### config.mk
export PLATFORM = sky130hd
export DESIGN_NAME = input_mapper
export DESIGN_NICKNAME = d
export VERILOG_FILES = /design/src/source/shell_pkg.sv /design/src/source/input_mapper.sv
export VERILOG_INCLUDE_DIRS = /design/src /design/src/source
export SDC_FILE = /design/constraint.sdc
export NUM_CORES = 1
export LEC_CHECK = 0
export ABC_AREA = 1
export BUFFER_PORTS_ARGS = -buffer_cell sky130_fd_sc_hd__buf_2
export CORE_ASPECT_RATIO = 0.7
export CORE_MARGIN = 1
export CORE_UTILIZATION = 30
export CTS_CLUSTER_SIZE = 12
export DETAILED_ROUTE_END_ITERATION = 7
export PLACE_DENSITY = 0.75
export RECOVER_POWER = 100
export SLEW_MARGIN = 0
export SYNTH_ARGS = -nofsm -noshare
export SYNTH_HDL_FRONTEND = slang
export SYNTH_SLANG_ARGS = --single-unit
### constraint.sdc
create_clock -name clk_72 -period 1.1 [get_ports clk_72]
set_input_delay 0 -clock clk_72 [delete_from_list [all_inputs] [get_ports clk_72]]
set_output_delay 0 -clock clk_72 [all_outputs]
set_load 0.005 [all_outputs]
### src/source/shell_defs.svh
`ifndef SHELL_DEFS_SVH
`define SHELL_DEFS_SVH

// ==============================
// ROM store geometry
// ==============================

// Word address width of the ROM store
`define SHELL_ROM_AW 12
// Write FIFO depth, also the number of credits held after reset
`define SHELL_ROM_CREDITS 4
// Cycles between refresh stalls, each stall lasts 2 cycles
`define SHELL_REFRESH_PERIOD 64

// Audio sample width
`define SHELL_DAC_WIDTH 16

// ==============================
// Status word bit positions
// ==============================
`define SHELL_OPT_RESET 0
`define SHELL_OPT_ROTATE 2
`define SHELL_OPT_SCAN_LO 3
`define SHELL_OPT_JOYSWAP 6
`define SHELL_OPT_SERVICE 8
`define SHELL_OPT_DSW1_LO 16
`define SHELL_OPT_DSW2_LO 24

`endif

### src/source/shell_pkg.sv
`default_nettype none

`include "shell_defs.svh"

package shell_pkg;

	// Download stream as it comes from the control processor
	typedef struct packed {
		logic        download;
		logic [7:0]  index;
		logic        wr;
		logic [24:0] addr;
		logic [7:0]  dout;
	} ioctl_t;

	// One word write into the ROM store
	typedef struct packed {
		logic                     valid;
		logic [`SHELL_ROM_AW-1:0] addr;
		logic [15:0]              data;
	} rom_wr_t;

	// Player port byte, all bits active low as the core expects them
	typedef struct packed {
		logic       start;
		logic [2:0] fire;
		logic       right;
		logic       left;
		logic       down;
		logic       up;
	} player_t;

	typedef struct packed {
		logic [3:0] r;
		logic [3:0] g;
		logic [3:0] b;
		logic       hs;
		logic       vs;
		logic       hb;
		logic       vb;
	} core_video_t;

	// Sync lines here are already inverted for the board
	typedef struct packed {
		logic [3:0] r;
		logic [3:0] g;
		logic [3:0] b;
		logic       hs_n;
		logic       vs_n;
	} board_video_t;

endpackage

`default_nettype wire

### src/source/input_mapper.sv
`timescale 1ns/1ps
`default_nettype none

`include "shell_defs.svh"

module input_mapper (
	input  wire                 clk_72,
	input  wire                 arst_n,
	input  wire [31:0]          joystick_0,
	input  wire [31:0]          joystick_1,
	input  wire [63:0]          status,
	output shell_pkg::player_t  p1,
	output shell_pkg::player_t  p2,
	output logic [15:0]         coin,
	output logic [7:0]          dsw1,
	output logic [6:0]          dsw2
);

	logic [31:0] stick_1;
	logic [31:0] stick_2;
	logic        rotate;
	logic        joyswap;
	logic        service;
	logic        tilt;

	// Joystick bits 0 right, 1 left, 2 down, 3 up, 4..6 fire, 8 start
	function automatic shell_pkg::player_t map_player(input logic [31:0] joy, input logic rot);
		logic [3:0]         dirs;
		shell_pkg::player_t p;
		// Quarter turn clockwise keeps the joystick bit order
		dirs    = rot ? {joy[1], joy[0], joy[2], joy[3]} : joy[3:0];
		p.start = ~joy[8];
		p.fire  = ~joy[6:4];
		p.right = ~dirs[0];
		p.left  = ~dirs[1];
		p.down  = ~dirs[2];
		p.up    = ~dirs[3];
		return p;
	endfunction

	assign rotate  = status[`SHELL_OPT_ROTATE];
	assign joyswap = status[`SHELL_OPT_JOYSWAP];
	assign service = status[`SHELL_OPT_SERVICE];

	assign stick_1 = joyswap ? joystick_1 : joystick_0;
	assign stick_2 = joyswap ? joystick_0 : joystick_1;
	assign tilt    = stick_1[10] | stick_2[10];

	always_ff @(posedge clk_72 or negedge arst_n) begin
		if (!arst_n) begin
			p1   <= '1;
			p2   <= '1;
			coin <= '1;
			dsw1 <= '1;
			dsw2 <= '1;
		end else begin
			p1   <= map_player(stick_1, rotate);
			p2   <= map_player(stick_2, rotate);
			// Test button belongs to player 1, coins are bit 9 of each stick
			coin <= {11'h7ff, ~tilt, ~service, ~stick_1[7], ~stick_1[9], ~stick_2[9]};
			dsw1 <= ~status[`SHELL_OPT_DSW1_LO +: 8];
			dsw2 <= ~status[`SHELL_OPT_DSW2_LO +: 7];
		end
	end

endmodule

`default_nettype wire

# After elaboration in Yosys (flattened, before gate mapping)
# Index checks and enable logic that the tools add are counted.
# word_totals
reg_bits	36
in_bits	130
output_inout_bits	47
word_cells	39
# op_classes
mux	4
bitwise_logic	20
# op_table
op	n
$mux 11	2
$not 1->1	15
$mux 4	2
$not 8->8	1
$not 7->7	1
$not 3->3	2
$or 1x1->1	1

# Logic depth before layout (Yosys ltp)
# logic_depth
ltp_word	3
mapped_depth	4
ltp_nobuf	4

# Worst setup path before layout
# No wires, ideal clock.
# synth_path
path_kind	register to output
startpoint	reg coin[0]
endpoint	out coin[0]
arrival_ps	501
required_ps	1100
setup_slack_ps	599
stages_incl_launch_ff	1
path_buffers	0
cell_sequence	dfstp_2
# synth_lines
element	line_no	text
from (decl)	input_mapper.sv:14	output logic [15:0] coin,
from (signal assigned)	input_mapper.sv:60	coin <= {11'h7ff, ~tilt, ~service, ~stick_1[7], ~stick_1[9], ~stick_2[9]};
# No word-level cell between the ends.

# Final worst setup path
# layout_path
startpoint	in joystick_1[10]
endpoint	reg coin[4]
# layout_between
elab_chain_len	3
word_cells_on_any_way	4
cone_classes	mux (2); bitwise (2)
# layout_rtl
element	line_no	text
from (decl)	input_mapper.sv:10	input wire [31:0] joystick_1,
$mux 11, on equally long branches	input_mapper.sv:45, input_mapper.sv:46	
$or 1x1->1 *	input_mapper.sv:47	assign tilt = stick_1[10] | stick_2[10];
$not 1->1 *	input_mapper.sv:60	
# Mark *: on every way between the ends. The rest lies on a longest branch, timed or not.

==> impl_metrics.ini <==
[outcome]
status = complete, no violations

[drt]
postRouteAntennaNets = 0
dr.pass1.iters = 4
drt_iter0_markers = 16
num_vias = 1297
vias_per_cell = 4.13
wirelength_mm = 3.66
drcViolationCount = 0
avgRoutedWirePerCell_um = 11.6

[sta]
post-route-period-util = 0.947
finalSetupTns_ns = 0
hold_viol = 0
drv_slew = 0
rsz0062_at_grt = no
layout_setup_ws_ns = 0.0587
final.min_clock_period_ns = 1.04
fmax_mhz = 960
setup_viol = 0

[floorplan]
fp.dieH_um = 60.2
rows = 20
initial_core_util = 0.323
core-area_um2 = 4500
die_area_um2 = 5130
ioPinCount = 177
die_x_um = 85.2

[cts]
cts_root_buf = clkbuf_8
post_cts_resized = 0
cts_sinks = 36
path_clk_slew_ns = 0.07
cts_tree = built
cts.path.max_buffers = 2
cts_inserted_buffers = 5
htreeDepth = 2

[yosys]
ys_seq_area_frac = 0.651
synth.largest_area_cell = dfstp_2
avgSynthCellArea_um2 = 10.5
ys_seq_elements = 36
syn_inst = 138
syn_area_um2 = 1450
synth_top_area_frac = 0.651
synth.area.top_cells = dfstp_2 65%, nand2_1 8.8%, buf_4 5.7%
ys_types = 14
yosysWarnings = 0

[worst_setup_path]
path_max_fanout = 1
crit_path_end_kind = flip-flop
cp_data_required_time_ns = 1.32
worst-endpoint-arrival_ns = 1.26
cpPeakStageDelay_ns = 0.55
path_cells = dlygate4sd3_1 -> buf_2 -> nor2_1 -> dlygate4sd3_1
crit_type = input port to flip-flop
crit_buf_inv = 3
path_common_cell = dlygate4sd3_1
path_delay_family = buffers and inverters
critPathLaunchType = input port
slowest_stage = dlygate4sd3_1

[grt]
grt_max_degree = 24
antenna_found_initial = 0
grt_use_met3 = 0.0359
grt.busiest_layer = met2
use_met1 = 0.167
grt_pass1_vias = 1300
grt_usage = 0.152
met2_usage = 0.285
overflow = 0
grt_pass1_wl_mm = 5.73

[layout]
area_delta_synth_final_pct = 57.6
diodes = 0
layout_common_cells = 58 x buf_2, 39 x dlygate4sd3_1, 36 x dfstp_2
fin_nets = 388
fin_util = 0.509
layout.cells.non_filler = 314
fillCellCount = 411
mostFrequentLayoutCell = buf_2
drive_gt1_frac = 0.409

[min_path]
hp-class = input port to flip-flop
holdCritStartpoint = joystick_1[4]
whs_endpoint = p1[4]
whs_path_depth = 4

[placed_design]
dp_slack_ns = 0.344
gp_congestion = 0.828
io_buffers = 77
dp_hpwl_mm = 2.34
placed_cells = 267

[power]
ir_drop_uv = 469
power_density_nw_per_um2 = 1340
leakagePower_nw = 1.16

[job]
maxCapViolCount = 0
## sequential cells by signal, indices dropped and copies added (netlist names)
name / cells
dsw2: 7
p2: 8
coin: 5
dsw1: 8
p1: 8
## area by class of cell
| type | instances | area (um^2) | area share |
|---|---|---|---|
| clock buffer | 6 | 72.6 | 0.0317 |
| clock inverter | 2 | 35.0 | 0.0153 |
| inverter | 23 | 86.3 | 0.0377 |
| multi-input combinational | 74 | 314 | 0.137 |
| sequential | 36 | 946 | 0.413 |
| tap | 55 | 68.8 | 0.0300 |
| timing repair buffer | 118 | 768 | 0.335 |
## tightest hold or removal path, delay by kind of cell
family	cells	cell delay, ns
compound gates	1	0.09
buf+inv	2	0.11
simple gates	1	0.06
## cell usage after synthesis
library cell and instances:
o21ai_1 7, or2_1 1, conb_1 1, buf_4 11, dfstp_2 36, nor2_1 1, nand2_1 34, buf_12 1
nand3_1 16, inv_1 21, o21ai_2 4, inv_2 2, buf_2 1, buf_6 2
## kinds of logic after synthesis
logic type             Yosys count  share of synthesized area
other                            1                    0.00258
AND/OR/NAND/NOR                 52                      0.150
AO/OA/AOI/OAI                   11                     0.0482
buffers and inverters           38                      0.149
flip-flops                      36                      0.651
## per-stage QoR
| step | instance area [um^2] | total power [mW] | hold slack, ns |
|---|---|---|---|
| 2_1_floorplan | 1490 | 1.71 | -0.148 |
| 3_3_place_gp | 1840 | 1.89 | 0.110 |
| 3_5_place_dp | 1840 | 1.90 | 0.113 |
| 4_1_cts | 2350 | 3.16 | 0.00150 |
| 5_1_grt | 2290 | 3.24 | 0.0235 |
| 6_report | 2290 | 3.07 | 0.00583 |
## layer usage
metal | up-vias | share of wire
met3 | 2 | 0.054
met4 | 0 | 0.0049
met1 | 607 | 0.43
met2 | 57 | 0.51
met5 | - | 0
li1 | 631 | -
## power by group
part / switching, mW / total [mW] / internal, mW
Combinational: 0.219 / 0.453 / 0.234
Sequential: 0.0219 / 1.50 / 1.48
Clock: 0.442 / 1.11 / 0.672
## worst max path at each step
stage | start | cells past startpoint | slack (ns) | to
after floorplan | coin[0] | 0 | 0.60 | coin[0]
after global placement | status[6] | 5 | 0.37 | p1[1]
after detailed placement | status[6] | 5 | 0.34 | p1[1]
after CTS | joystick_0[6] | 4 | 0.03 | p1[6]
after global routing | joystick_1[10] | 4 | 0.04 | coin[4]
final | joystick_1[10] | 4 | 0.06 | coin[4]
## timing repair
action | 4_1_cts | 5_1_grt
hold endpoints to repair | 48 | 1
endpoints found under the setup margin | 0 | 2
setup buffers | 0 | 0
hold buffers | 40 | 1
(Power assumes the default switching activity.)
