===== config.mk =====
export PLATFORM = sky130hd
export DESIGN_NAME = audio_dac
export DESIGN_NICKNAME = d
export VERILOG_FILES = /design/src/source/audio_dac.sv
export VERILOG_INCLUDE_DIRS = /design/src /design/src/source
export SDC_FILE = /design/constraint.sdc
export NUM_CORES = 1
export LEC_CHECK = 0
export BUFFER_PORTS_ARGS = -buffer_cell sky130_fd_sc_hd__buf_2
export CORE_MARGIN = 4
export CORE_UTILIZATION = 45
export CTS_BUF_LIST = sky130_fd_sc_hd__clkbuf_16
export DETAILED_ROUTE_END_ITERATION = 6
export HOLD_SLACK_MARGIN = 0.05
export PLACE_DENSITY = 0.65
export SETUP_SLACK_MARGIN = 0.05
export SYNTH_ARGS = -nofsm -noshare
export SYNTH_HDL_FRONTEND = slang
export SYNTH_SLANG_ARGS = --single-unit

===== constraint.sdc =====
create_clock -name clk_72 -period 2.5 [get_ports clk_72]
set_input_delay 0.125 -clock clk_72 [delete_from_list [all_inputs] [get_ports clk_72]]
set_output_delay 0.125 -clock clk_72 [all_outputs]
set_load 0.01 [all_outputs]

===== src/source/shell_defs.svh =====
`ifndef SHELL_DEFS_SVH
`define SHELL_DEFS_SVH

// ==============================
// ROM store geometry
// ==============================

// Word address width of the ROM store
`define SHELL_ROM_AW 12
// Write FIFO depth, also the number of credits held after reset
`define SHELL_ROM_CREDITS 4
// Cycles between refresh stalls, each stall lasts 2 cycles
`define SHELL_REFRESH_PERIOD 64

// Audio sample width
`define SHELL_DAC_WIDTH 16

// ==============================
// Status word bit positions
// ==============================
`define SHELL_OPT_RESET 0
`define SHELL_OPT_ROTATE 2
`define SHELL_OPT_SCAN_LO 3
`define SHELL_OPT_JOYSWAP 6
`define SHELL_OPT_SERVICE 8
`define SHELL_OPT_DSW1_LO 16
`define SHELL_OPT_DSW2_LO 24

`endif


===== src/source/audio_dac.sv =====
`timescale 1ns/1ps
`default_nettype none

`include "shell_defs.svh"

module audio_dac (
	input  wire                                clk_72,
	input  wire                                arst_n,
	input  wire signed [`SHELL_DAC_WIDTH-1:0]  sample,
	output logic                               dac
);

	localparam int W = `SHELL_DAC_WIDTH;

	logic [W-1:0] acc;
	logic [W-1:0] offset;
	logic [W:0]   sum;

	// Flipping the sign bit maps the signed range onto offset binary
	assign offset = {~sample[W-1], sample[W-2:0]};
	assign sum    = {1'b0, acc} + {1'b0, offset};

	// First order modulator, the carry out is the bit stream
	always_ff @(posedge clk_72 or negedge arst_n) begin
		if (!arst_n) begin
			acc <= '0;
			dac <= 1'b0;
		end else begin
			acc <= sum[W-1:0];
			dac <= sum[W];
		end
	end

endmodule

`default_nettype wire


# Yosys cells after proc, flatten, opt, wreduce, memory -nomap -nowiden
# Index checks and enable logic that the tools add are counted.
# word_totals
word_cells	4
reg_bits	17
input_bits	18
output_inout_bits	1
# op_classes
bitwise	1
add_sub_neg	1
# op_table
op	n
$add A16 B16 Y17	1
$not A1 Y1	1

# Depth between registers and ports, before layout
# Gate-level depths: netlist (run 1).
# logic_depth
word_depth	2
depth_mapped	7
depth_no_buf	7

# Worst setup path after synthesis (run 1)
# Ideal clock, no wire load.
# synth_path
kind	register to register
start	register acc[0]
end	register acc[10]
path_slack_ps	292
period_less_slack_ps	2208
required_time_ps	2380
path_buffers	0
t_arrival_ps	2089
path_stages_with_launch	8
setup_time_ps	120
cell_sequence	dfrtp_1 ha_1 fa_1 a21o_1 a221oi_2 o21bai_2 or4_1 and3_1
# synth_via
elab_chain_cells	1
# synth_lines
element	line	text
start: declaration	audio_dac.sv:15	logic [W-1:0] acc;
start signal: assignment	audio_dac.sv:29	acc <= sum[W-1:0];
$add A16 B16 Y17	audio_dac.sv:21	assign sum = {1'b0, acc} + {1'b0, offset};
named net sum[10]	audio_dac.sv:17	logic [W:0] sum;
# The timed path passes the listed nets, and every way through them passes these cells.

# Worst setup path after layout (run 1)
# Ends and elaborated chain as after synthesis.

==> results of run 1 <==
## cell usage after synthesis, drive strengths merged, types with 2 or more instances
master,n,share of area
nor3,3,0.012
ha,16,0.16
buf,5,0.020
a211oi,4,0.024
and3,5,0.025
xor2,4,0.028
o21bai,2,0.015
inv,5,0.015
xnor2,6,0.042
nor2b,2,0.0099
a21oi,7,0.028
o211ai,3,0.018
nand2,4,0.012
a221oi,2,0.019
a21o,9,0.054
o311ai,2,0.014
dfrtp,17,0.34
nand4,3,0.015
clkbuf,3,0.0089
o21ai,5,0.020
nand3,3,0.012
nor2,3,0.0089
## area by class of cell
cell class	instances	area share
repair buffers	19	0.0694
flip-flops and latches	17	0.295
clock inverters	1	0.00347
inverters	5	0.0130
clock buffers	3	0.0520
well taps	30	0.0260
multi-input cells	98	0.541
## flip-flops by register name, indices dropped and copies added (netlist names)
| register | cells |
|---|---|
| acc | 16 |
| dac | 1 |
## metal layers
metal | share of wire | track usage | vias to the layer above
met1 | 0.46 | 0.185 | 472
li1 | - | - | 523
met5 | 0 | 0 | -
met3 | 0.048 | 0.0404 | 2
met2 | 0.48 | 0.272 | 20
met4 | 0.0068 | 0.0279 | 0
## worst reg2reg max path: stages (launching register included)
cell      delay [ns]
dfrtp_1         0.36
ha_1            0.22
fa_1            0.41
a21o_1          0.21
a221oi_2        0.34
o21bai_2        0.12
or4_1           0.40
and3_1          0.17
## worst paths after layout
kind | start | endpoint | slack [ns] | depth (start not counted)
worst max-delay path | acc[0] | acc[10] | 0.16 | 7
worst min-delay path | sample[0] | acc[0] | 0.12 | 2
worst max register to register | acc[0] | acc[10] | 0.16 | 7
worst min register to register | acc[0] | acc[0] | 0.48 | 1
max in group asynchronous | arst_n | acc[9] | 1.88 | 2
min in group asynchronous | arst_n | acc[3] | 0.34 | 2
## power by group
group          internal, mW  switching (mW)
Combinational         0.527           0.670
Clock                 0.214           0.101
Sequential            0.434          0.0475
Total                  1.17           0.818
## metrics by stage
step / hold WS (ns) / area (um2)
floorplan: -0.171 / 1260
global placement: 0.0738 / 1350
detailed placement: 0.0776 / 1350
CTS: 0.117 / 1440
global route: 0.122 / 1440
finish: 0.118 / 1440
## kinds of logic after synthesis
logic type / Yosys count / synth area share
AOI/OAI and AO/OA: 43 / 0.253
and+or+nand+nor: 28 / 0.122
adders and majority gates: 17 / 0.175
DFF: 17 / 0.337
buffers and inverters: 13 / 0.0436
xor gates and xnor gates: 10 / 0.0694
## repair_timing
item,CTS,global route
buffers inserted,0,0
setup endpoints to repair,0,1
gates resized for setup,0,1
endpoints found under the hold margin,17,0
hold buffers,1,0
==> key figures, run 1 <==
Final layout
  • Final std cells w/o fill: 173
  • Commonest non-fill, non-tap cell in the layout: buf_2
  • Final net count: ~180
  • Share of layout cells above drive strength 1: 0.168
  • Seq. cell area: 425 um2
  • Antenna cells: 0
  • Most frequent cells in the layout: buf_2, dfrtp_1, ha_1
  • Multi-input gate area: 781 um2
  • Finished Core Util: 0.562
  • Layout area overhead: 14.4%
  • Fillers: 256

Run status
  • Status: complete, no violations

STA
  • Setup TNS: 0 ns
  • Final Hold Fails: 0
  • RSZ-0062 raised after global routing: true
  • Period Utilization, post-route: 0.934
  • Post-route setup slack: 0.165 ns
  • Final setup fails: 0
  • Layout Skew: 0.00193 ns
  • Relative slew slack: 0.641
  • Max Clk Rate: about 0.43 GHz
  • Crit path time final: 2.34 ns
  • Max Slew Vio Count: 0
  • Slew @ Worst Pin: 0.536 ns

Floorplanning
  • Core box area: 0.00257 mm2
  • Vert. Die Dim: 60.9 um
  • Die W: 60.9 um
  • Rows: 18
  • Initial Util: 0.491
  • I/O pin count: 19
  • DIE AREA: ~0.0037 mm2

Route
  • Drt drc: 0
  • Vias/cell: between 5 and 6
  • Iteration count of the initial detailed-routing pass: 4
  • Detailed router's first-iteration violation count: 9
  • WL/cell: between 10 and 15 um
  • DR vias: 1017
  • Final ANT Viol Nets: 0
  • Final WL: approximately 2500 um

GRT
  • Antenna violations before repair: 0
  • Largest net degree at the start of global routing: 18
  • First-pass GRT wire length: between 4000 and 5000 um
  • Vias in the first global route: roughly 960
  • GR Overflow Total: 0
  • GRT Util Overall: 0.152

Setup path
  • CP Class: flop to flop
  • Crit Path Max Fanout: 3
  • CP Launch Type: flop
  • Required time of the critical path: between 2 and 3 ns
  • Crit path max-delay family: compound AO/OA/AOI/OAI gates
  • Crit-path slowest cell: fa_1
  • Data arrival time of the worst path: ~2.5 ns
  • Worst path bufs/invs: 0
  • Crit-path max cell delay: 0.41 ns
  • Worst-path cell chain: ha_1 -> fa_1 -> a21o_1 -> a221oi_2 -> o21bai_2 -> or4_1 -> and3_1
  • Critical path endpoint category: flop

Logic synthesis
  • Warnings from Yosys: 0
  • Mapped Area: 0.00126 mm2
  • Register bit total from synthesis: 17
  • Synth cell types: 39
  • Synthesized Nets: 163
  • EDFF count, synth: 0
  • Post-Syn Instances: 128
  • Register area share after synthesis: 0.337
  • FFs w/ async S/R, synth: 1.00
  • Mean post-synth cell area: 9.85 um2
  • Main flop type after synthesis: dfrtp_1

Clocking
  • CTS tree: built
  • Clock sink count: 17
  • H-tree depth: 1
  • Clock Latency Late Sink: 0.24 ns
  • Worst-path clk slew: ~0.05 ns
  • CTS buffer count: 3
  • Clock buffer depth: 2
  • CTS Root Cell: clkbuf_16

Placed design
  • Gpl congestion: 0.756
  • Dpl ws: 0.0814 ns
  • Port Buffers: 18
  • Dpl hpwl: 1960 um
  • Placed Instances: 168

Power and ir drop
  • Worst IR Drop VDD: 0.773 mV
  • Overall Power: 1.99 mW
  • Leakage Power: 0.709 nW
  • Cell Pwr Density: between 1000 and 1500 mW/mm2

Run
  • Maxcap violations: 0

Hold path
  • HP Class: input port to flop
No activity file was read; power rests on OpenSTA's default activity.
==> run 2: changes to the inputs <==
--- a/config.mk
+++ b/config.mk
@@ -6,13 +6,12 @@
 export SDC_FILE = /design/constraint.sdc
 export NUM_CORES = 1
 export LEC_CHECK = 0
-export BUFFER_PORTS_ARGS = -buffer_cell sky130_fd_sc_hd__buf_2
 export CORE_MARGIN = 4
 export CORE_UTILIZATION = 45
 export CTS_BUF_LIST = sky130_fd_sc_hd__clkbuf_16
 export DETAILED_ROUTE_END_ITERATION = 6
+export DONT_BUFFER_PORTS = 1
 export HOLD_SLACK_MARGIN = 0.05
-export PLACE_DENSITY = 0.65
 export SETUP_SLACK_MARGIN = 0.05
 export SYNTH_ARGS = -nofsm -noshare
 export SYNTH_HDL_FRONTEND = slang
==> run 2 against run 1 <==
Net effect:
- wire length shrank 0.48%
- critical path depth is the same
- largest cell class unchanged
- register-to-register slack is essentially flat
- critical path type unchanged
- final area shrank 4.1%
- global-route usage grew 0.79 points
- via count shrank 6.3%
- setup slack gained 0.00051 ns
- highest routed layer unchanged
==> key figures, run 2 (synthesis results as in run 1) <==
Final layout
  • Final net count: 163 (was 179)
  • Biggest regs: acc x16, dac x1 (unchanged)
  • Largest register by flop count: acc (unchanged)
  • Max reg flops: 16 (unchanged)
  • Layout area overhead: 9.72% (was 14.4%)
  • Fillers: 234 (was 256)
  • Antenna cells: 0 (unchanged)
  • Share of layout cells above drive strength 1: 0.0472 (was 0.168)
  • Most frequent cells in the layout: dfrtp_1, ha_1, a21o_1 (was buf_2, dfrtp_1, ha_1)
  • Commonest non-fill, non-tap cell in the layout: dfrtp_1 (was buf_2)

Floorplanning
  • Rows: 18 (unchanged)
  • Vert. Die Dim: 60.9 um (unchanged)
  • Core box area: 0.00257 mm2 (unchanged)
  • DIE AREA: 0.00371 mm2 (unchanged)
  • Initial Util: 0.491 (unchanged)
  • I/O pin count: 19 (unchanged)
  • Die W: 60.9 um (unchanged)

Clocking
  • Clock Latency Late Sink: 0.25 ns (was 0.24 ns)
  • Buffers inserted by post-CTS timing repair: 0 (unchanged)
  • CTS Root Cell: clkbuf_16 (unchanged)
  • H-tree depth: 1 (unchanged)
  • CTS tree: built (unchanged)
  • Worst-path clk slew: 0.05 ns (about the same)
  • Clock buffer depth: 2 (unchanged)
  • CTS buffer count: 3 (unchanged)
  • Clock sink count: 17 (unchanged)

Route
  • DR vias: 953 (was 1017)
  • Iteration count of the initial detailed-routing pass: 4 (unchanged)
  • Final ANT Viol Nets: 0 (unchanged)
  • WL/cell: 15.8 um (was 14.4 um)
  • Final WL: 2480 um (was 2490 um)
  • Vias/cell: 6.07 (was 5.88)
  • Detailed router's first-iteration violation count: 25 (was 9)
  • Drt drc: 0 (unchanged)

STA
  • RSZ-0062 raised after global routing: false (was true)
  • Slew @ Worst Pin: 0.801 ns (was 0.536 ns)
  • Layout Skew: 0.000983 ns (was 0.00193 ns)
  • Relative slew slack: 0.465 (was 0.641)
  • Final setup fails: 0 (unchanged)
  • Period Utilization, post-route: 0.934 (about the same)
  • Crit path time final: 2.33 ns (was 2.34 ns)
  • Final Hold Fails: 0 (unchanged)
  • Max Slew Vio Count: 0 (unchanged)
  • Setup TNS: 0 ns (unchanged)
  • Max Clk Rate: 0.428 GHz (about the same)

GRT
  • GR Overflow Total: 0 (unchanged)
  • First-pass GRT wire length: 4370 um (was 4240 um)
  • Largest net degree at the start of global routing: 18 (unchanged)
  • Antenna violations before repair: 0 (unchanged)
  • GRT Util Overall: 0.160 (was 0.152)
  • Vias in the first global route: 982 (was 956)

Placed design
  • Port Buffers: 0 (was 18)
  • Gpl congestion: 0.786 (was 0.756)
  • Dpl hpwl: 1850 um (was 1960 um)

Power and ir drop
  • Overall Power: 2.01 mW (was 1.99 mW)
  • Worst IR Drop VDD: 0.859 mV (was 0.773 mV)
  • Leakage Power: 0.647 nW (was 0.709 nW)
  • Cell Pwr Density: 1450 mW/mm2 (was 1380 mW/mm2)

Setup path
  • CP Launch Type: flop (unchanged)
  • Worst reg2reg setup slack: 0.17 ns (was 0.16 ns)
  • Critical path endpoint category: flop (unchanged)
  • Crit Path Max Fanout: 3 (unchanged)
  • CP Class: flop to flop (unchanged)
  • Required time of the critical path: 2.64 ns (was 2.63 ns)
  • Data arrival time of the worst path: 2.48 ns (was 2.47 ns)

Run status
  • Status: complete, no violations (unchanged)

Run
  • Maxcap violations: 0 (unchanged)

Hold path
  • HP Class: input port to flop (unchanged)
==> run 2: worst max-delay path: stages (launching register included) <==
cell,delay (ns)
dfrtp_1,0.36
ha_1,0.22
fa_1,0.42
a21o_1,0.23
a221oi_4,0.31
o21bai_2,0.11
or4_1,0.39
and3_1,0.18
==> run 2: worst paths after layout <==
check / start / end / depth (start not counted)
setup / recovery: acc[0] / acc[10] / 7
hold / removal: sample[11] / acc[11] / 2
setup reg to reg: acc[0] / acc[10] / 7
hold reg to reg: acc[1] / acc[1] / 1
max in group asynchronous: arst_n / acc[10] / 1
min in group asynchronous: arst_n / acc[1] / 1
==> run 2: routing by layer <==
layer  up-vias  wire (um)  track usage  share of wire
met4         0         51       0.0743          0.021
met2        23       1080        0.247           0.44
met1       436       1220        0.216           0.49
li1        489          -            -              -
met3         5        120       0.0298          0.048
met5         -          0            0              0
==> run 2: where the power goes <==
part           total, mW  switching (mW)  internal [mW]
Combinational       1.20           0.663          0.533
Clock              0.330           0.115          0.214
Sequential         0.483          0.0500          0.433
==> run 2: metrics by stage <==
| stage | util | hold slack [ns] | cells | cell area (um2) | worst slack [ns] |
|---|---|---|---|---|---|
| after floorplan | - | -0.171 | 128 | 1260 | 0.292 |
| after detailed placement | 0.492 | -0.170 | 150 | 1260 | 0.134 |
| after CTS | 0.535 | 0.162 | 157 | 1370 | 0.124 |
| after global placement | 0.492 | -0.170 | 150 | 1260 | 0.223 |
| after global routing | 0.539 | 0.186 | 157 | 1380 | 0.0714 |
| final | 0.539 | 0.170 | 157 | 1380 | 0.165 |
==> run 2: cell type report <==
| type | instances | area [um2] | share of cell area |
|---|---|---|---|
| Inverter | 5 | 18.8 | 0.0136 |
| Clock inverter | 1 | 5.00 | 0.00362 |
| Sequential cell | 17 | 425 | 0.307 |
| Clock buffer | 3 | 75.1 | 0.0542 |
| Tap cell | 30 | 37.5 | 0.0271 |
| Multi-Input combinational cell | 98 | 792 | 0.572 |
| Timing Repair Buffer | 3 | 30.0 | 0.0217 |
==> run 2: timing repair <==
action,CTS,global route
hold buffers,3,0
hold endpoints to repair,19,0
resized for setup,0,2
setup endpoints to repair,0,4
