[src/source/shell_defs.svh]
`ifndef SHELL_DEFS_SVH
`define SHELL_DEFS_SVH

// ==============================
// ROM store geometry
// ==============================

// Word address width of the ROM store
`define SHELL_ROM_AW 12
// Write FIFO depth, also the number of credits held after reset
`define SHELL_ROM_CREDITS 4
// Cycles between refresh stalls, each stall lasts 2 cycles
`define SHELL_REFRESH_PERIOD 64

// Audio sample width
`define SHELL_DAC_WIDTH 16

// ==============================
// Status word bit positions
// ==============================
`define SHELL_OPT_RESET 0
`define SHELL_OPT_ROTATE 2
`define SHELL_OPT_SCAN_LO 3
`define SHELL_OPT_JOYSWAP 6
`define SHELL_OPT_SERVICE 8
`define SHELL_OPT_DSW1_LO 16
`define SHELL_OPT_DSW2_LO 24

`endif

[src/source/shell_pkg.sv]
`default_nettype none

`include "shell_defs.svh"

package shell_pkg;

	// Download stream as it comes from the control processor
	typedef struct packed {
		logic        download;
		logic [7:0]  index;
		logic        wr;
		logic [24:0] addr;
		logic [7:0]  dout;
	} ioctl_t;

	// One word write into the ROM store
	typedef struct packed {
		logic                     valid;
		logic [`SHELL_ROM_AW-1:0] addr;
		logic [15:0]              data;
	} rom_wr_t;

	// Player port byte, all bits active low as the core expects them
	typedef struct packed {
		logic       start;
		logic [2:0] fire;
		logic       right;
		logic       left;
		logic       down;
		logic       up;
	} player_t;

	typedef struct packed {
		logic [3:0] r;
		logic [3:0] g;
		logic [3:0] b;
		logic       hs;
		logic       vs;
		logic       hb;
		logic       vb;
	} core_video_t;

	// Sync lines here are already inverted for the board
	typedef struct packed {
		logic [3:0] r;
		logic [3:0] g;
		logic [3:0] b;
		logic       hs_n;
		logic       vs_n;
	} board_video_t;

endpackage

`default_nettype wire

[src/source/video_out.sv]
`timescale 1ns/1ps
`default_nettype none

module video_out (
	input  wire                          clk_72,
	input  wire                          arst_n,
	input  wire shell_pkg::core_video_t  core_video,
	input  wire [1:0]                    scanlines,
	output shell_pkg::board_video_t      board_video
);

	logic hs_d;
	logic vs_d;
	logic line_odd;
	logic blank;

	// Floor of c * (4 - s) / 4 where s = 0 leaves the colour as it is
	function automatic logic [3:0] dim(input logic [3:0] c, input logic [1:0] s);
		logic [5:0] prod;
		prod = {2'b00, c} * (6'd4 - {4'b0000, s});
		return prod[5:2];
	endfunction

	assign blank = core_video.hb | core_video.vb;

	// ==============================
	// Line counter
	// ==============================

	// Only the parity of the line number matters for dimming
	always_ff @(posedge clk_72 or negedge arst_n) begin
		if (!arst_n) begin
			hs_d     <= 1'b0;
			vs_d     <= 1'b0;
			line_odd <= 1'b0;
		end else begin
			hs_d <= core_video.hs;
			vs_d <= core_video.vs;
			if (core_video.vs && !vs_d) begin
				line_odd <= 1'b0;
			end else if (core_video.hs && !hs_d) begin
				line_odd <= ~line_odd;
			end
		end
	end

	always_ff @(posedge clk_72 or negedge arst_n) begin
		if (!arst_n) begin
			board_video <= '{r: 4'd0, g: 4'd0, b: 4'd0, hs_n: 1'b1, vs_n: 1'b1};
		end else begin
			if (blank) begin
				board_video.r <= 4'd0;
				board_video.g <= 4'd0;
				board_video.b <= 4'd0;
			end else begin
				board_video.r <= line_odd ? dim(core_video.r, scanlines) : core_video.r;
				board_video.g <= line_odd ? dim(core_video.g, scanlines) : core_video.g;
				board_video.b <= line_odd ? dim(core_video.b, scanlines) : core_video.b;
			end
			board_video.hs_n <= ~core_video.hs;
			board_video.vs_n <= ~core_video.vs;
		end
	end

endmodule

`default_nettype wire

[config.mk]
export PLATFORM = sky130hd
export DESIGN_NAME = video_out
export DESIGN_NICKNAME = d
export VERILOG_FILES = /design/src/source/shell_pkg.sv /design/src/source/video_out.sv
export VERILOG_INCLUDE_DIRS = /design/src /design/src/source
export SDC_FILE = /design/constraint.sdc
export NUM_CORES = 1
export LEC_CHECK = 0
export BUFFER_PORTS_ARGS = -buffer_cell sky130_fd_sc_hd__buf_2
export CORE_ASPECT_RATIO = 1.25
export CORE_MARGIN = 2
export CORE_UTILIZATION = 40
export CTS_BUF_LIST = sky130_fd_sc_hd__clkbuf_4
export CTS_CLUSTER_DIAMETER = 40
export DETAILED_ROUTE_END_ITERATION = 6
export PLACE_DENSITY = 0.72
export SYNTH_ARGS = -nofsm -noshare
export SYNTH_HDL_FRONTEND = slang
export SYNTH_SLANG_ARGS = --single-unit
[constraint.sdc]
create_clock -name clk_72 -period 3.27 [get_ports clk_72]
set_clock_uncertainty 0.1 [all_clocks]
set_input_delay 0.981 -clock clk_72 [delete_from_list [all_inputs] [get_ports clk_72]]
set_output_delay 0.981 -clock clk_72 [all_outputs]
set_load 0.02 [all_outputs]
# After elaboration in Yosys (flattened, before gate mapping)
# Index checks and enable logic that the tools add are counted.
# op_classes
add_sub_neg,1
multipliers,3
n_mux,6
bitwise_logic,4
reduce_logical,5
# op_table
cell,n
multiplier 4 x 6 -> 6 bit,2
2-to-1 mux 12 bit,1
2-to-1 mux 4 bit,3
multiplier 5 x 4 -> 6 bit,1
"subtractor 3 x 2 -> 4 bit, first input constant",1
NOT 1 bit,3
logical AND 1 bit,2
logical NOT 1 bit,2
2-to-1 mux 1 bit,2
nonzero test 2 bit,1
OR 1 bit,1
# totals
regBits,17
out_inout_bits,14

# Depth between registers and ports, before layout
# Gate-level depths: netlist of run 1.
# depth
word_depth,4
mapped_depth,12
ltp_nobuf,11

# Worst setup path before layout of run 1
# Ideal clock, no wire load.
# synth_path
kind,input -> register
start,input scanlines[0]
end,register board_video[13] (netlist bit)
arrival_ps,3287
required_ps,3088
setup_slack_ps,-199
cell_stages,12
path_buffers,1
cell_sequence,inv_1 -> ha_1 -> clkbuf_1 -> nand2_1 -> fa_1 -> inv_1 -> ha_1 -> ha_1 -> nand3_1 -> and3_4 -> or3_1 -> a31oi_1
# synth_between
elab_chain_len,4
# synth_lines
item,line_no,rtl
from (decl),video_out.sv:8,"input wire [1:0] scanlines,"
subtractor 3 x 2 -> 4 bit,video_out.sv:20,"prod = {2'b00, c} * (6'd4 - {4'b0000, s});"
multiplier 4 x 6 -> 6 bit,video_out.sv:20,
2-to-1 mux 4 bit,video_out.sv:56,"board_video.r <= line_odd ? dim(core_video.r, scanlines) : core_video.r;"
2-to-1 mux 12 bit,video_out.sv:51,if (blank) begin
to (signal assigned),video_out.sv:49,"board_video <= '{r: 4'd0, g: 4'd0, b: 4'd0, hs_n: 1'b1, vs_n: 1'b1};"
to (decl),video_out.sv:9,output shell_pkg::board_video_t board_video
# No other way between the ends.
# A chain may end at the register's enable or synchronous reset.

# Final worst setup path of run 1
# layout_path
start,input scanlines[0]
end,register board_video[7] (netlist bit)
# layout_between
elab_chain_len,4
# layout_lines
item,line_no,rtl
subtractor 3 x 2 -> 4 bit,video_out.sv:20,
multiplier 4 x 6 -> 6 bit,video_out.sv:20,
2-to-1 mux 4 bit,video_out.sv:57,"board_video.g <= line_odd ? dim(core_video.g, scanlines) : core_video.g;"
2-to-1 mux 12 bit,video_out.sv:51,
# No other way between the ends.

==> summary.txt, run 1 <==
Run status
  – Status: completed

Global route
  – Vias in the first global route: 1,246
  – Gr usage total: 0.167
  – Pin count of the biggest net entering global routing: 20
  – Global-route wire length before repair: between 5 and 6 mm
  – Initial antenna violation count: 0
  – Grt ovf: 0

Cells and area
  – Commonest cells after routing, fill and taps aside: buf_2 (33), and2_1 (17), dfrtp_1 (15)
  – Share of layout cells above drive strength 1: 0.411
  – Layout Utilization: 0.557
  – Fin cells: roughly 230
  – Number of fill cells in the layout: about 320
  – Commonest non-fill, non-tap cell in the layout: buf_2
  – Area growth syn-to-layout: 33.3%
  – Net count, final: about 240
  – # diodes: 0

Clocking
  – CTS Buf Count: 3
  – Clock Tree Root: clkbuf_4
  – Clock Latency Late Sink: roughly 0.29 ns
  – Num Clock Sinks: 17
  – Clock slew at reported path FFs: around 0.10 ns
  – H-tree levels: 1
  – TritonCTS clock tree: done
  – Clock tree buffer depth: 2

Setup path
  – Critical path endpoint category: flip-flop
  – Crit path arrival time: around 3.3 ns
  – CP max FO: 6
  – Worst Path Required: 3.36 ns
  – Critical path type: in -> reg
  – CP startpoint kind: input pin

Floorplan
  – Chip Width: roughly 58 um
  – Full die area: roughly 4100 sq um
  – Chip Height: between 70 and 80 um
  – IO Pins: 34
  – Initial core utilization: 0.418
  – Core ar.: ~3500 sq um
  – Row cnt: 24

Yosys
  – Mapped Area: approximately 1500 sq um
  – Async set-or-reset flop fraction in the synthesized netlist: 1.00
  – Yosys reg bits: 17
  – Main flop type after synthesis: dfrtp_1
  – Count of cell types in the netlist: 23
  – Syn Inst Count: approximately 150
  – Syn Area/Cell: approximately 9.8 sq um
  – Syn Nets: 199
  – Synth warn: 0
  – Seq/Total Area, Yosys: 0.294
  – EDFF count, synth: 0

Drt
  – Wire length on met2: approximately 1.9 mm
  – Met1 Wirelength: 1.35 mm
  – Top sig layer: met4
  – Pre-antenna DRT Iters: 4
  – Via count: 1,212
  – Total Routed Length: about 3.4 mm
  – Final ANT Viol Nets: 0
  – DR iter-0 viols: 16
  – Routed vias/inst: 5.29
  – Routed wl met3: roughly 100 um
  – Wire per inst: 14.8 um
  – Residual DRC: 0

STA
  – Final setup violation count: 0
  – Worst hold margin: 0.397 ns
  – Fin crit share: 0.987
  – Slew Limit Fails: 0
  – Final worst path period need: between 3 and 4 ns
  – Relative slew slack: 0.494
  – Final hold violations: 0
  – Worst-margin pin slew: about 0.76 ns
  – Fmax: between 0.3 and 0.4 GHz

Placement
  – Placed insts: between 200 and 250
  – HPWL after DPL: between 2 and 3 mm
  – PortBufs: 33
  – GPL Wtd Cong: around 0.83

Power and ir drop
  – Pleak: a little under 1 nW
  – Pwr/cell area: 330 nW/um^2
  – VDD IR max: roughly 0.00026 V
  – Total power: approximately 640 uW

Run
  – Max cap viols: 0

Min path
  – HP Class: reg -> reg
[power by group]
group | switching [mW] | internal, mW
Sequential | 0.0223 | 0.227
Clock | 0.0680 | 0.0557
Combinational | 0.130 | 0.137
[repair_timing]
| action | 4_1_cts | 5_1_grt |
|---|---|---|
| gates resized for setup | 0 | 15 |
| hold endpoints to repair | 0 | 0 |
| setup endpoints to repair | 0 | 4 |
| hold buffers | 0 | 0 |
| buffers inserted | 0 | 1 |
[kinds of logic (layout without fill, tap and decap cells)]
kind of cell,Yosys count,in the layout,share of synthesized area
AND/OR/NAND/NOR,54,54,0.212
multiplexers,6,6,0.0412
flip-flops,17,17,0.294
AO/OA/AOI/OAI,16,16,0.0679
adder cells (fa/ha/maj),31,31,0.297
XOR/XNOR,7,7,0.0421
buffers and inverters,17,59,0.0455
[sequential cells by signal, indices dropped and copies added (netlist names)]
| register | count |
|---|---|
| hs_d | 1 |
| board_video | 14 |
| line_odd | 1 |
| vs_d | 1 |
[routing by layer]
layer,GRT usage,vias up
li1,-,581
met1,0.190,606
met2,0.322,21
met3,0.0181,4
met4,0.0439,0
met5,0,-
[stage by stage]
step / TNS [ns] / worst slack [ns] / instance area [sq um]
finish: 0 / 0.0434 / 1940
global route: -0.0627 / -0.0274 / 1940
CTS: 0 / 0.00367 / 1820
detailed placement: -1.59 / -0.272 / 1790
global placement: -1.11 / -0.225 / 1790
floorplan: -0.0161 / -0.0161 / 1550
[final cells by class]
type	count	area (sq um)	area share
Clock buffer	4	30.0	0.0155
Inverter	13	48.8	0.0251
Multi-Input combinational cell	114	1160	0.595
Sequential cell	17	428	0.220
Tap cell	39	48.8	0.0251
Timing Repair Buffer	42	230	0.119
[worst max-delay path: stages]
cell and delay (ns):
buf_2 0.11, inv_2 0.05, ha_4 0.26, clkbuf_2 0.15
and2_1 0.17, ha_1 0.29, ha_1 0.28, ha_1 0.24
inv_1 0.08, fa_1 0.41, a211oi_1 0.30
[synth_stat cells (4+ instances only)]
cell type | n | area share
ha_1 | 25 | 0.21
and2_1 | 22 | 0.095
dfrtp_1 | 15 | 0.26
inv_1 | 13 | 0.034
nor2_1 | 10 | 0.026
a21oi_1 | 7 | 0.024
fa_1 | 6 | 0.082
mux2i_1 | 6 | 0.041
nand2_1 | 6 | 0.015
xnor2_1 | 4 | 0.024
[worst paths after layout]
check / end / start / cells after the start / slack, ns
max: board_video[7]$_DFF_PN0_ / scanlines[0] / 11 / 0.04
min: line_odd$_DFFE_PN0P_ / vs_d$_DFF_PN0_ / 2 / 0.40
max in group asynchronous: board_video[0]$_DFF_PN1_ / arst_n / 1 / 2.27
max reg2reg: board_video[9]$_DFF_PN0_ / line_odd$_DFFE_PN0P_ / 2 / 1.84
min in group asynchronous: hs_d$_DFF_PN0_ / arst_n / 1 / 0.49
min reg2reg: line_odd$_DFFE_PN0P_ / vs_d$_DFF_PN0_ / 2 / 0.40
No activity file was read; power rests on OpenSTA's default activity.
==> run 2, diff against run 1 <==
--- a/config.mk
+++ b/config.mk
@@ -6,13 +6,14 @@
 export SDC_FILE = /design/constraint.sdc
 export NUM_CORES = 1
 export LEC_CHECK = 0
-export BUFFER_PORTS_ARGS = -buffer_cell sky130_fd_sc_hd__buf_2
+export BUFFER_PORTS_ARGS = -buffer_cell sky130_fd_sc_hd__buf_4
 export CORE_ASPECT_RATIO = 1.25
 export CORE_MARGIN = 2
 export CORE_UTILIZATION = 40
 export CTS_BUF_LIST = sky130_fd_sc_hd__clkbuf_4
 export CTS_CLUSTER_DIAMETER = 40
 export DETAILED_ROUTE_END_ITERATION = 6
+export HOLD_SLACK_MARGIN = 0.1
 export PLACE_DENSITY = 0.72
 export SYNTH_ARGS = -nofsm -noshare
 export SYNTH_HDL_FRONTEND = slang
==> summary.txt, run 2 (synthesis gave the netlist of run 1 again) <==
Run status
  – Status: completed

Cells and area
  – Layout Utilization: 0.585
  – # diodes: 0
  – Commonest non-fill, non-tap cell in the layout: buf_4
  – Area growth syn-to-layout: 40.0%
  – Share of layout cells above drive strength 1: 0.389
  – Number of fill cells in the layout: 298
  – Final instance area: 2040 sq um
  – Max reg flops: 14
  – Biggest register: board_video
  – Net count, final: 242
  – Commonest cells after routing, fill and taps aside: buf_4 (41), and2_1 (19), dfrtp_1 (15), inv_1 (13), ha_4 (13)

Power and ir drop
  – NetSw: between 200 and 250 uW
  – Pleak: about 1 nW
  – Logic pwr share: 0.428
  – Int Pwr: ~430 uW
  – VDD IR max: ~0.00027 V
  – Pwr/cell area: 323 nW/um^2
  – Seq pwr share: 0.380
  – Clk pwr share: 0.191
  – Sw frac: 0.341

Drt
  – Top sig layer: met4
  – DR iter-0 viols: 19
  – Residual DRC: 0
  – Total Routed Length: between 3 and 4 mm
  – Pre-antenna DRT Iters: 4
  – Wire per inst: roughly 15 um
  – Routed vias/inst: 5.16
  – Via count: 1,182
  – Met1 Wirelength: ~1.3 mm
  – Final ANT Viol Nets: 0
  – Wire length on met2: 1.87 mm
  – Routed wl met3: between 100 and 150 um

Clocking
  – Clock tree buffer depth: 2
  – Num Clock Sinks: 17
  – Clock slew at reported path FFs: about 0.10 ns
  – H-tree levels: 1
  – Clock Latency Late Sink: approximately 0.30 ns
  – Clock Tree Root: clkbuf_4
  – CTS Buf Count: 3
  – TritonCTS clock tree: done

Global route
  – Gr usage total: 0.173
  – Pin count of the biggest net entering global routing: 20
  – Initial antenna violation count: 0
  – Global-route wire length before repair: ~5.6 mm
  – Grt ovf: 0
  – Vias in the first global route: 1,289

STA
  – Final setup violation count: 0
  – Worst-margin pin slew: about 0.77 ns
  – Final worst path period need: 3.18 ns
  – Fin crit share: 0.973
  – RSZ-0062 raised after global routing: true
  – Slew Limit Fails: 0
  – Fmax: 0.314 GHz
  – Final hold violations: 0
  – Worst hold margin: just over 0.4 ns
  – Relative slew slack: 0.490

Setup path
  – Max stage delay on crit path: around 0.5 ns
  – CP max FO: 6
  – Critical path buffer and inverter count: 3
  – Critical path type: in -> reg
  – Worst path top cell family by delay: adder cells
  – Worst path cell trace: buf_4, inv_1, ha_4, nand2_1, fa_1, inv_1, ha_4, ha_4, nand3_2, and3_4, or3_1, a31oi_1
  – Crit path max-delay cell type: fa_1
  – Critical path endpoint category: flip-flop
  – CP startpoint kind: input pin
  – Worst Path Required: ~3.4 ns
  – Crit path arrival time: ~3.3 ns
  – CP most frequent cell: ha_4

Placement
  – PortBufs: 33
  – HPWL after DPL: approximately 2.6 mm
  – Area of placed instances: about 1900 sq um
  – GPL Wtd Cong: roughly 0.8

Floorplan
  – Full die area: slightly above 4000 sq um
  – Chip Width: 58.0 um
  – Chip Height: around 71 um
  – Core ar.: 3480 sq um
  – Row cnt: 24
  – Initial core utilization: 0.418
  – IO Pins: 34

Min path
  – HP Class: reg -> reg

Run
  – Max cap viols: 0
run 2: per-stage QoR:
stage / setup slack (ns) / setup TNS (ns) / instances / power [mW]
after detailed placement: -0.279 / -1.49 / 224 / 0.505
after global routing: -0.0342 / -0.0554 / 229 / 0.706
final: 0.0894 / 0 / 229 / 0.659
after CTS: 0.0478 / 0 / 228 / 0.637
after floorplan: -0.0161 / -0.0161 / 148 / 0.410
after global placement: -0.204 / -1.00 / 224 / 0.495
run 2: power by group through the flow:
stage / logic, mW / clock network, mW / registers [mW]
2_1_floorplan: 0.158 / 0 / 0.253
3_3_place_gp: 0.241 / 0 / 0.255
3_5_place_dp: 0.251 / 0 / 0.255
4_1_cts: 0.251 / 0.134 / 0.251
5_1_grt: 0.312 / 0.141 / 0.254
6_report: 0.282 / 0.126 / 0.251
run 2: final timing paths:
check                                      from                         to  slack [ns]  depth (start not counted)
max in group asynchronous                arst_n   board_video[0]$_DFF_PN1_        2.39                          1
max                                scanlines[0]  board_video[13]$_DFF_PN0_        0.09                         12
min reg2reg                      vs_d$_DFF_PN0_       line_odd$_DFFE_PN0P_        0.40                          2
min in group asynchronous                arst_n             hs_d$_DFF_PN0_        0.43                          1
max reg2reg                line_odd$_DFFE_PN0P_   board_video[5]$_DFF_PN0_        1.85                          2
min                              vs_d$_DFF_PN0_       line_odd$_DFFE_PN0P_        0.40                          2
run 2: layout make-up:
type	instances	area, sq um	area share
Sequential cell	17	428	0.210
Inverter	13	48.8	0.0239
Clock buffer	4	30.0	0.0147
Timing Repair Buffer	42	313	0.153
Multi-Input combinational cell	114	1170	0.574
Tap cell	39	48.8	0.0239
run 2: layer usage:
| layer | global-route usage | vias to the layer above |
|---|---|---|
| met1 | 0.190 | 567 |
| met2 | 0.327 | 27 |
| met5 | 0 | - |
| met4 | 0.0724 | 0 |
| li1 | - | 579 |
| met3 | 0.0181 | 9 |
run 2: tightest hold or removal path: cells and delay by family, from the launching register on:
family	cells	cell delay, ns
buffers and inverters	1	0.05
DFF	1	0.37
AOI/OAI and AO/OA	1	0.06
run 2: repair_timing:
item	4_1_cts	5_1_grt
setup buffers	0	1
endpoints found under the setup margin	0	3
gates resized for setup	0	15
hold buffers	0	0
